===== src/logic/control_pkg.sv =====
`default_nettype none

package control_pkg;

    localparam int OPCODE_W = 6;
    localparam int FUNCT_W = 6;
    localparam int STEP_W = 3;
    localparam int CLS_W = 4;

    localparam logic [OPCODE_W-1:0] OP_RTYPE = 6'b000000;
    localparam logic [OPCODE_W-1:0] OP_LW = 6'b100011;
    localparam logic [OPCODE_W-1:0] OP_SW = 6'b101011;
    localparam logic [OPCODE_W-1:0] OP_ADDI = 6'b001000;
    localparam logic [OPCODE_W-1:0] OP_ANDI = 6'b001100;
    localparam logic [OPCODE_W-1:0] OP_ORI = 6'b001101;
    localparam logic [OPCODE_W-1:0] OP_SLTI = 6'b001010;
    localparam logic [OPCODE_W-1:0] OP_BEQ = 6'b000100;
    localparam logic [OPCODE_W-1:0] OP_BNE = 6'b000101;
    localparam logic [OPCODE_W-1:0] OP_J = 6'b000010;
    localparam logic [OPCODE_W-1:0] OP_JAL = 6'b000011;

    localparam logic [FUNCT_W-1:0] FN_ADD = 6'b100000;
    localparam logic [FUNCT_W-1:0] FN_SUB = 6'b100010;
    localparam logic [FUNCT_W-1:0] FN_AND = 6'b100100;
    localparam logic [FUNCT_W-1:0] FN_OR = 6'b100101;
    localparam logic [FUNCT_W-1:0] FN_SLT = 6'b101010;
    localparam logic [FUNCT_W-1:0] FN_JR = 6'b001000;

    // One class per kept instruction, so the ALU op survives the decode step
    localparam logic [CLS_W-1:0] CLS_ADD = 4'd0;
    localparam logic [CLS_W-1:0] CLS_SUB = 4'd1;
    localparam logic [CLS_W-1:0] CLS_AND = 4'd2;
    localparam logic [CLS_W-1:0] CLS_OR = 4'd3;
    localparam logic [CLS_W-1:0] CLS_SLT = 4'd4;
    localparam logic [CLS_W-1:0] CLS_ADDI = 4'd5;
    localparam logic [CLS_W-1:0] CLS_ANDI = 4'd6;
    localparam logic [CLS_W-1:0] CLS_ORI = 4'd7;
    localparam logic [CLS_W-1:0] CLS_SLTI = 4'd8;
    localparam logic [CLS_W-1:0] CLS_LW = 4'd9;
    localparam logic [CLS_W-1:0] CLS_SW = 4'd10;
    localparam logic [CLS_W-1:0] CLS_BEQ = 4'd11;
    localparam logic [CLS_W-1:0] CLS_BNE = 4'd12;
    localparam logic [CLS_W-1:0] CLS_J = 4'd13;
    localparam logic [CLS_W-1:0] CLS_JAL = 4'd14;
    localparam logic [CLS_W-1:0] CLS_JR = 4'd15;

    localparam logic [STEP_W-1:0] FETCH_STEPS = 3'd2;
    localparam logic [STEP_W-1:0] DECODE_STEPS = 3'd1;
    localparam logic [STEP_W-1:0] EXEC_STEPS_ALU = 3'd2;
    localparam logic [STEP_W-1:0] EXEC_STEPS_LW = 3'd4;
    localparam logic [STEP_W-1:0] EXEC_STEPS_SW = 3'd2;
    localparam logic [STEP_W-1:0] EXEC_STEPS_BRANCH = 3'd2;
    localparam logic [STEP_W-1:0] EXEC_STEPS_JUMP = 3'd1;
    localparam logic [STEP_W-1:0] EXEC_STEPS_JAL = 3'd2;
    // Write-back step of ALU classes, where overflow is checked
    localparam logic [STEP_W-1:0] ALU_OVF_STEP = 3'd1;

    localparam logic [1:0] PH_FETCH = 2'd0;
    localparam logic [1:0] PH_DECODE = 2'd1;
    localparam logic [1:0] PH_EXEC = 2'd2;
    localparam logic [1:0] PH_EXC = 2'd3;

    localparam logic [2:0] ALU_OP_ADD = 3'b001;
    localparam logic [2:0] ALU_OP_SUB = 3'b010;
    localparam logic [2:0] ALU_OP_AND = 3'b011;
    localparam logic [2:0] ALU_OP_OR = 3'b100;
    localparam logic [2:0] ALU_OP_SLT = 3'b101;

    localparam logic [1:0] SRC_A_PC = 2'b00;
    localparam logic [1:0] SRC_A_REG_A = 2'b10;
    localparam logic [2:0] SRC_B_REG_B = 3'b000;
    localparam logic [2:0] SRC_B_FOUR = 3'b001;
    localparam logic [2:0] SRC_B_IMM = 3'b010;
    localparam logic [2:0] SRC_B_BRANCH_OFS = 3'b011;

    localparam logic [1:0] DST_RT = 2'b00;
    localparam logic [1:0] DST_RD = 2'b01;
    localparam logic [1:0] DST_RA = 2'b10;
    localparam logic [2:0] WB_MDR = 3'b010;
    localparam logic [2:0] WB_ALU_OUT = 3'b011;
    localparam logic [2:0] WB_PC = 3'b110;
    localparam logic [2:0] ADDR_PC = 3'b000;
    localparam logic [2:0] ADDR_ALU_OUT = 3'b100;

    localparam logic [2:0] PC_SRC_ALU = 3'b000;
    localparam logic [2:0] PC_SRC_ALU_OUT = 3'b001;
    localparam logic [2:0] PC_SRC_REG_A = 3'b010;
    localparam logic [2:0] PC_SRC_JUMP = 3'b011;
    localparam logic [2:0] PC_SRC_EXC = 3'b100;

    localparam logic [1:0] CAUSE_OVERFLOW = 2'b00;
    localparam logic [1:0] CAUSE_ILLEGAL = 2'b10;

    typedef struct packed {
        logic illegal;
        logic [CLS_W-1:0] cls;
    } decode_t;

    typedef struct packed {
        logic [1:0] phase;
        logic [STEP_W-1:0] step;
        logic active;
        logic [CLS_W-1:0] cls_held;
    } phase_t;

    typedef struct packed {
        logic [2:0] mem_addr_sel;
        logic mem_wr;
        logic ir_wr;
        logic reg_wr;
        logic ab_wr;
        logic [1:0] reg_dst;
        logic [2:0] wb_sel;
        logic [1:0] alu_src_a;
        logic [2:0] alu_src_b;
        logic [2:0] alu_op;
        logic alu_out_wr;
        logic [2:0] pc_src;
        logic pc_wr;
        logic epc_wr;
        logic [1:0] cause;
    } ctrl_word_t;

    function automatic logic [STEP_W-1:0] exec_steps(input logic [CLS_W-1:0] cls);
        case (cls)
            CLS_LW: return EXEC_STEPS_LW;
            CLS_SW: return EXEC_STEPS_SW;
            CLS_BEQ, CLS_BNE: return EXEC_STEPS_BRANCH;
            CLS_J, CLS_JR: return EXEC_STEPS_JUMP;
            CLS_JAL: return EXEC_STEPS_JAL;
            default: return EXEC_STEPS_ALU;
        endcase
    endfunction

    // Only these can raise the overflow exception
    function automatic logic is_add_type(input logic [CLS_W-1:0] cls);
        return cls inside {CLS_ADD, CLS_SUB, CLS_ADDI};
    endfunction

endpackage

`default_nettype wire


===== src/logic/control_unit.sv =====
`default_nettype none

module control_unit import control_pkg::*; (
    input wire logic clk,
    input wire logic reset,
    input wire logic [OPCODE_W-1:0] opcode,
    input wire logic [FUNCT_W-1:0] funct,
    input wire logic overflow,
    input wire logic zero,
    output ctrl_word_t ctrl
);

    decode_t dec;
    phase_t ph;

    instr_decoder i_decoder (
        .opcode(opcode),
        .funct(funct),
        .dec(dec)
    );

    step_sequencer i_sequencer (
        .clk(clk),
        .reset(reset),
        .dec(dec),
        .overflow(overflow),
        .ph(ph)
    );

    control_word_gen i_word_gen (
        .ph(ph),
        .zero(zero),
        .overflow(overflow),
        .ctrl(ctrl)
    );

endmodule

`default_nettype wire


===== src/logic/control_word_gen.sv =====
`default_nettype none

module control_word_gen import control_pkg::*; (
    input phase_t ph,
    input wire logic zero,
    input wire logic overflow,
    output ctrl_word_t ctrl
);

    logic alu_cls;
    logic imm_cls;
    logic [2:0] cls_alu_op;

    // ALU operation and operand kind of the held class
    always_comb begin
        alu_cls = 1'b1;
        imm_cls = 1'b0;
        cls_alu_op = ALU_OP_ADD;
        case (ph.cls_held)
            CLS_ADD: cls_alu_op = ALU_OP_ADD;
            CLS_SUB: cls_alu_op = ALU_OP_SUB;
            CLS_AND: cls_alu_op = ALU_OP_AND;
            CLS_OR: cls_alu_op = ALU_OP_OR;
            CLS_SLT: cls_alu_op = ALU_OP_SLT;
            CLS_ADDI: imm_cls = 1'b1;
            CLS_ANDI: begin
                imm_cls = 1'b1;
                cls_alu_op = ALU_OP_AND;
            end
            CLS_ORI: begin
                imm_cls = 1'b1;
                cls_alu_op = ALU_OP_OR;
            end
            CLS_SLTI: begin
                imm_cls = 1'b1;
                cls_alu_op = ALU_OP_SLT;
            end
            default: alu_cls = 1'b0;
        endcase
    end

    always_comb begin
        ctrl = '0;
        if (ph.active) begin
            case (ph.phase)
                PH_FETCH: begin
                    // Memory reads at PC while the ALU forms PC+4
                    ctrl.mem_addr_sel = ADDR_PC;
                    ctrl.alu_src_a = SRC_A_PC;
                    ctrl.alu_src_b = SRC_B_FOUR;
                    ctrl.alu_op = ALU_OP_ADD;
                    if (ph.step == FETCH_STEPS - 1'b1) begin
                        ctrl.ir_wr = 1'b1;
                        ctrl.pc_src = PC_SRC_ALU;
                        ctrl.pc_wr = 1'b1;
                    end
                end
                PH_DECODE: begin
                    // Branch target lands in ALUOut
                    ctrl.ab_wr = 1'b1;
                    ctrl.alu_src_a = SRC_A_PC;
                    ctrl.alu_src_b = SRC_B_BRANCH_OFS;
                    ctrl.alu_op = ALU_OP_ADD;
                    ctrl.alu_out_wr = 1'b1;
                end
                PH_EXEC: begin
                    if (alu_cls) begin
                        if (ph.step == '0) begin
                            ctrl.alu_src_a = SRC_A_REG_A;
                            ctrl.alu_src_b = imm_cls ? SRC_B_IMM : SRC_B_REG_B;
                            ctrl.alu_op = cls_alu_op;
                            ctrl.alu_out_wr = 1'b1;
                        end else if (!(is_add_type(ph.cls_held) && overflow)) begin
                            ctrl.reg_wr = 1'b1;
                            ctrl.reg_dst = imm_cls ? DST_RT : DST_RD;
                            ctrl.wb_sel = WB_ALU_OUT;
                        end
                    end else begin
                        case (ph.cls_held)
                            CLS_LW, CLS_SW: begin
                                if (ph.step == '0) begin
                                    ctrl.alu_src_a = SRC_A_REG_A;
                                    ctrl.alu_src_b = SRC_B_IMM;
                                    ctrl.alu_op = ALU_OP_ADD;
                                    ctrl.alu_out_wr = 1'b1;
                                end else if (ph.cls_held == CLS_SW) begin
                                    ctrl.mem_addr_sel = ADDR_ALU_OUT;
                                    ctrl.mem_wr = 1'b1;
                                end else if (ph.step == EXEC_STEPS_LW - 1'b1) begin
                                    ctrl.reg_wr = 1'b1;
                                    ctrl.reg_dst = DST_RT;
                                    ctrl.wb_sel = WB_MDR;
                                end else begin
                                    ctrl.mem_addr_sel = ADDR_ALU_OUT;
                                end
                            end
                            CLS_BEQ, CLS_BNE: begin
                                // Compare only, ALUOut keeps the target
                                ctrl.alu_src_a = SRC_A_REG_A;
                                ctrl.alu_src_b = SRC_B_REG_B;
                                ctrl.alu_op = ALU_OP_SUB;
                                if (ph.step != '0 && (zero == (ph.cls_held == CLS_BEQ))) begin
                                    ctrl.pc_src = PC_SRC_ALU_OUT;
                                    ctrl.pc_wr = 1'b1;
                                end
                            end
                            CLS_J: begin
                                ctrl.pc_src = PC_SRC_JUMP;
                                ctrl.pc_wr = 1'b1;
                            end
                            CLS_JR: begin
                                ctrl.pc_src = PC_SRC_REG_A;
                                ctrl.pc_wr = 1'b1;
                            end
                            CLS_JAL: begin
                                if (ph.step == '0) begin
                                    ctrl.reg_wr = 1'b1;
                                    ctrl.reg_dst = DST_RA;
                                    ctrl.wb_sel = WB_PC;
                                end else begin
                                    ctrl.pc_src = PC_SRC_JUMP;
                                    ctrl.pc_wr = 1'b1;
                                end
                            end
                            default: begin
                            end
                        endcase
                    end
                end
                default: begin
                    // EPC takes PC-4, the faulting instruction
                    ctrl.alu_src_a = SRC_A_PC;
                    ctrl.alu_src_b = SRC_B_FOUR;
                    ctrl.alu_op = ALU_OP_SUB;
                    ctrl.epc_wr = 1'b1;
                    ctrl.cause = (ph.step == ALU_OVF_STEP) ? CAUSE_OVERFLOW : CAUSE_ILLEGAL;
                    ctrl.pc_src = PC_SRC_EXC;
                    ctrl.pc_wr = 1'b1;
                end
            endcase
        end
    end

endmodule

`default_nettype wire


===== src/logic/instr_decoder.sv =====
`default_nettype none

module instr_decoder import control_pkg::*; (
    input wire logic [OPCODE_W-1:0] opcode,
    input wire logic [FUNCT_W-1:0] funct,
    output decode_t dec
);

    always_comb begin
        dec.illegal = 1'b0;
        dec.cls = CLS_ADD;
        case (opcode)
            OP_RTYPE: begin
                case (funct)
                    FN_ADD: dec.cls = CLS_ADD;
                    FN_SUB: dec.cls = CLS_SUB;
                    FN_AND: dec.cls = CLS_AND;
                    FN_OR: dec.cls = CLS_OR;
                    FN_SLT: dec.cls = CLS_SLT;
                    FN_JR: dec.cls = CLS_JR;
                    // mult, div, shifts and the rest land here
                    default: dec.illegal = 1'b1;
                endcase
            end
            OP_LW: dec.cls = CLS_LW;
            OP_SW: dec.cls = CLS_SW;
            OP_ADDI: dec.cls = CLS_ADDI;
            OP_ANDI: dec.cls = CLS_ANDI;
            OP_ORI: dec.cls = CLS_ORI;
            OP_SLTI: dec.cls = CLS_SLTI;
            OP_BEQ: dec.cls = CLS_BEQ;
            OP_BNE: dec.cls = CLS_BNE;
            OP_J: dec.cls = CLS_J;
            OP_JAL: dec.cls = CLS_JAL;
            default: dec.illegal = 1'b1;
        endcase
    end

endmodule

`default_nettype wire


===== src/logic/step_sequencer.sv =====
`default_nettype none

module step_sequencer import control_pkg::*; (
    input wire logic clk,
    input wire logic reset,
    input decode_t dec,
    input wire logic overflow,
    output phase_t ph
);

    logic exec_last;
    logic ovf_trap;

    assign exec_last = (ph.step == exec_steps(ph.cls_held) - 1'b1);
    assign ovf_trap = is_add_type(ph.cls_held) && (ph.step == ALU_OVF_STEP) && overflow;

    always_ff @(posedge clk or posedge reset) begin
        if (reset) begin
            ph.phase <= PH_FETCH;
            ph.step <= '0;
            ph.active <= 1'b0;
            ph.cls_held <= CLS_ADD;
        end else if (!ph.active) begin
            // Start cycle, fetch begins on the next one
            ph.active <= 1'b1;
        end else begin
            case (ph.phase)
                PH_FETCH: begin
                    if (ph.step == FETCH_STEPS - 1'b1) begin
                        ph.phase <= PH_DECODE;
                        ph.step <= '0;
                    end else begin
                        ph.step <= ph.step + 1'b1;
                    end
                end
                PH_DECODE: begin
                    if (ph.step == DECODE_STEPS - 1'b1) begin
                        ph.cls_held <= dec.cls;
                        ph.phase <= dec.illegal ? PH_EXC : PH_EXEC;
                        ph.step <= '0;
                    end else begin
                        ph.step <= ph.step + 1'b1;
                    end
                end
                PH_EXEC: begin
                    if (ovf_trap) begin
                        // Step stays at ALU_OVF_STEP, which marks the overflow cause
                        ph.phase <= PH_EXC;
                    end else if (exec_last) begin
                        ph.phase <= PH_FETCH;
                        ph.step <= '0;
                    end else begin
                        ph.step <= ph.step + 1'b1;
                    end
                end
                default: begin
                    ph.phase <= PH_FETCH;
                    ph.step <= '0;
                end
            endcase
        end
    end

    assert property (@(posedge clk) disable iff (reset)
        ph.phase == PH_EXEC |-> ph.step < exec_steps(ph.cls_held))
    else $error("step_sequencer: step %0d past class %0d", ph.step, ph.cls_held);

    assert property (@(posedge clk) disable iff (reset)
        ph.phase == PH_EXC |=> ph.phase == PH_FETCH)
    else $error("step_sequencer: exception phase longer than one cycle");

endmodule

`default_nettype wire


===== config.mk =====
export PLATFORM = sky130hd
export DESIGN_NAME = control_unit
export DESIGN_NICKNAME = d
export VERILOG_FILES = /design/src/logic/control_pkg.sv /design/src/logic/control_unit.sv /design/src/logic/control_word_gen.sv /design/src/logic/instr_decoder.sv /design/src/logic/step_sequencer.sv
export SDC_FILE = /design/constraint.sdc
export NUM_CORES = 1
export LEC_CHECK = 0
export BUFFER_PORTS_ARGS = -buffer_cell sky130_fd_sc_hd__buf_2
export CAP_MARGIN = 20
export CORE_ASPECT_RATIO = 0.7
export CORE_MARGIN = 2
export CORE_UTILIZATION = 56
export CTS_CLUSTER_DIAMETER = 80
export DETAILED_ROUTE_END_ITERATION = 6
export PLACE_DENSITY = 0.88
export SKIP_LAST_GASP = 1
export SYNTH_ARGS = -nofsm -noshare
export SYNTH_HDL_FRONTEND = slang
export SYNTH_SLANG_ARGS = --single-unit

===== constraint.sdc =====
create_clock -name clk -period 4.37 [get_ports clk]
set_input_delay 0.2185 -clock clk [delete_from_list [all_inputs] [get_ports clk]]
set_output_delay 0.2185 -clock clk [all_outputs]
set_load 0.05 [all_outputs]

==> key figures <==
Place
  – Routability cong.: 0.922
  – Hpwl dp: 2900 um
  – # port buffers: 38
  – Post-place setup slack: 2.10 ns
  – Cell Area, Placed: 1610 um2

Global routing
  – Met1 usage: 35.7%
  – Pin count of the biggest net entering global routing: 20
  – Number of global-route vias before repair: 1247
  – Global-route wire length before repair: 5640 um
  – Initial antenna violation count: 0
  – GRT Total Usage: 23.7%
  – Grt ovf: 0
  – Met3 Use GR: 2.88%
  – Gr busiest metal: met1
  – Met2 global-route usage: 35.2%

Timing
  – RSZ-0062 raised after global routing: false
  – Setup TNS: 0 ns
  – Transition time of the tightest slew-check pin: 0.550 ns
  – Setup Skew: 0.00199 ns
  – # setup viols final: 0
  – Setup WS post-layout: 1.79 ns
  – Hold Violations, Final: 0
  – Fin crit share: 59.0%
  – Max-slew violations: 0
  – Crit path time final: 2.58 ns
  – Slew headroom: 63.0%
  – FMAX: 388 MHz

Worst setup path
  – CP max FO: 8
  – CP peak stage delay: 0.52 ns
  – Critical path arrival: 2.36 ns
  – CP Capture Type: primary output
  – CP Cell Sequence: inv_1 -> ha_1 -> nand2_1 -> nor4_1 -> a311o_1 -> buf_2
  – Startpoint types: flop
  – CP required: 4.15 ns
  – Slowest cell on crit path: nor4_1
  – Worst Path Class, Setup: flop to primary output

Layout
  – Top flop regs: i_sequencer.ph (10)
  – Antenna Cells: 0
  – Finished Cell Area: 1660 um2
  – Biggest register: i_sequencer.ph
  – Layout cells sized above 1: 21.5%
  – Nets: 255
  – Number of flip-flops under the largest register name: 10
  – Layout area overhead: 11.1%

Floorplanning
  – Initial core utilization: 60.0%
  – Die Area: 3110 um2
  – Die X: 65.8 um
  – I/O Pins: 44
  – Die H: 47.3 um
  – Core Area: 2500 um2
  – Core Rows: 15

Clocking
  – Cts repair resizes: 0
  – TritonCTS buffer count: 3
  – Worst-path clk slew: 0.04 ns
  – Number of clock sinks: 10
  – Clk_lat worst skew: 0.22 ns
  – Root Buffer: clkbuf_8
  – # hold bufs at CTS: 1
  – Setup bufs post-CTS: 0
  – Clock Path Buffers: 2
  – # H-tree levels: 1
  – CTS tree: yes

Pwr
  – P per Cell Area: 525 nW/um2
  – Clock Power Share: 10.1%
  – Internal Pwr Total: 384 uW
  – Sw Pwr: 489 uW
  – Leak: 0.776 nW
  – Combinational power share: 65.7%
  – Seq pwr share: 24.2%
  – Switch share: 56.0%
  – Pwr Total: 873 uW
  – Max IR drop VDD: 0.357 mV

Logic synthesis
  – Cell taking the most area after synthesis: dfrtp_1
  – Async SR Flop Fraction: 100%
  – Syn Std Cell Area: 1500 um2
  – Yosys top cell area share: 16.7%
  – Top FF cell, synth: dfrtp_1
  – Synth Warn #: 0
  – Seq cells post-synth: 10
  – Post-synth EDFFs: 0
  – Mapped Cells: 204
  – Top cells by area, synth: dfrtp_1, ha_1, buf_4
  – Unique masters post-synth: 54
  – Syn Area/Cell: 7.34 um2
  – Register area share after synthesis: 16.7%

Route
  – Detailed Route WL: 3720 um
  – 1st-pass router iterations: 4
  – Routed wire per std cell: 14.2 um
  – DRC viols: 0
  – Via/cell ratio: 5.99
  – First-iteration detailed-routing DRC count: 150
  – Vias: 1569
  – Detail Route Antenna Nets: 0

Worst hold path
  – Worst hold path type: primary input to flop

Job
  – Max-cap violations: 0

Status
  – Run status: finished clean
[Yosys cell counts, types with 3 or more instances]
cell type,number
nand2_1,12
o22ai_1,5
nand2b_1,9
nand3_1,6
nor4_1,7
or4_1,4
o21ai_1,4
buf_4,11
xnor2_1,4
nor3_1,10
and3_1,4
mux2_1,3
nor2_1,8
inv_1,14
a21oi_1,15
dfrtp_1,10
ha_1,9
and2_1,4
o21ai_0,5
nor2b_1,6
clkbuf_1,7
nor3b_1,4
mux2i_1,3
[critical path: cells and delay by family, from the launching register on]
family                     cells  cell delay [ns]
and+or+nand+nor                2             0.72
DFF                            1             0.44
buffers and inverters          2             0.42
adders and majority gates      1             0.33
AOI/OAI and AO/OA              1             0.22
[cells in the final DEF (no fill, tap or decap), drive strengths merged, types with 2 or more instances in the layout]
cell,instances
nand2,12
nand3,6
ha,9
a211o,2
clkbuf,3
and3,4
or4,5
xnor2,4
nor2b,6
a21oi,15
nor4b,2
o22ai,5
nand2b,9
mux2,5
o41ai,2
nor3b,4
buf,38
inv,15
dfrtp,10
and2,4
conb,6
nor3,10
a21o,2
mux2i,3
or3,2
nor4,7
o21ai,9
nor2,8
nand4,2
[metal layers]
layer  vias up  part of all wire, %
met2        92                   43
met5         -                    0
li1        773                    -
met3         4                  8.6
met1       700                   48
met4         0                 0.81
[power groups by stage]
stage | clock, mW | combinational (mW) | sequential, mW
2_1_floorplan | 0 | 0.519 | 0.148
3_3_place_gp | 0 | 0.556 | 0.206
3_5_place_dp | 0 | 0.566 | 0.208
4_1_cts | 0.0922 | 0.569 | 0.207
5_1_grt | 0.0959 | 0.619 | 0.220
6_report | 0.0878 | 0.574 | 0.212
[path summary, 6_finish.rpt]
path	startpoint	to	slack [ns]	depth (start not counted)
worst max-delay path	i_sequencer.ph[8]	ctrl[22]	1.79	6
worst min-delay path	opcode[4]	i_sequencer.ph[2]	0.39	3
worst max register to register	i_sequencer.ph[1]	i_sequencer.ph[9]	2.20	5
worst min register to register	i_sequencer.ph[6]	i_sequencer.ph[6]	0.53	2
max in group asynchronous	reset	i_sequencer.ph[8]	3.61	3
min in group asynchronous	reset	i_sequencer.ph[0]	0.50	3
[area by class of cell]
class	instances	area (um2)
tap	34	42.5
timing repair buffer	39	200
multi-input combinational	161	1070
fill	223	832
sequential	10	250
clock buffer	3	41.3
inverter	15	56.3
[metrics by stage]
| stage | util, % | cells | hold slack (ns) |
|---|---|---|---|
| 3_5_place_dp | 64.6 | 258 | 0.199 |
| 4_1_cts | 66.7 | 262 | 0.370 |
| 2_1_floorplan | - | 208 | 0.0587 |
| 6_report | 66.7 | 262 | 0.392 |
| 3_3_place_gp | 64.6 | 258 | 0.199 |
| 5_1_grt | 66.7 | 262 | 0.388 |
[kinds of logic (layout without fill, tap and decap cells)]
logic type,count (synthesis),after routing,synth area share (%)
AO/OA/AOI/OAI,47,47,20.4
XOR/XNOR,5,5,2.92
adder cells (fa/ha/maj),9,9,7.52
buffers and inverters,37,57,12.6
flip-flops,10,10,16.7
multiplexers,8,8,5.76
other,2,6,0.501
AND/OR/NAND/NOR,86,86,33.6
Note: power is estimated with default switching activity, not from simulation.
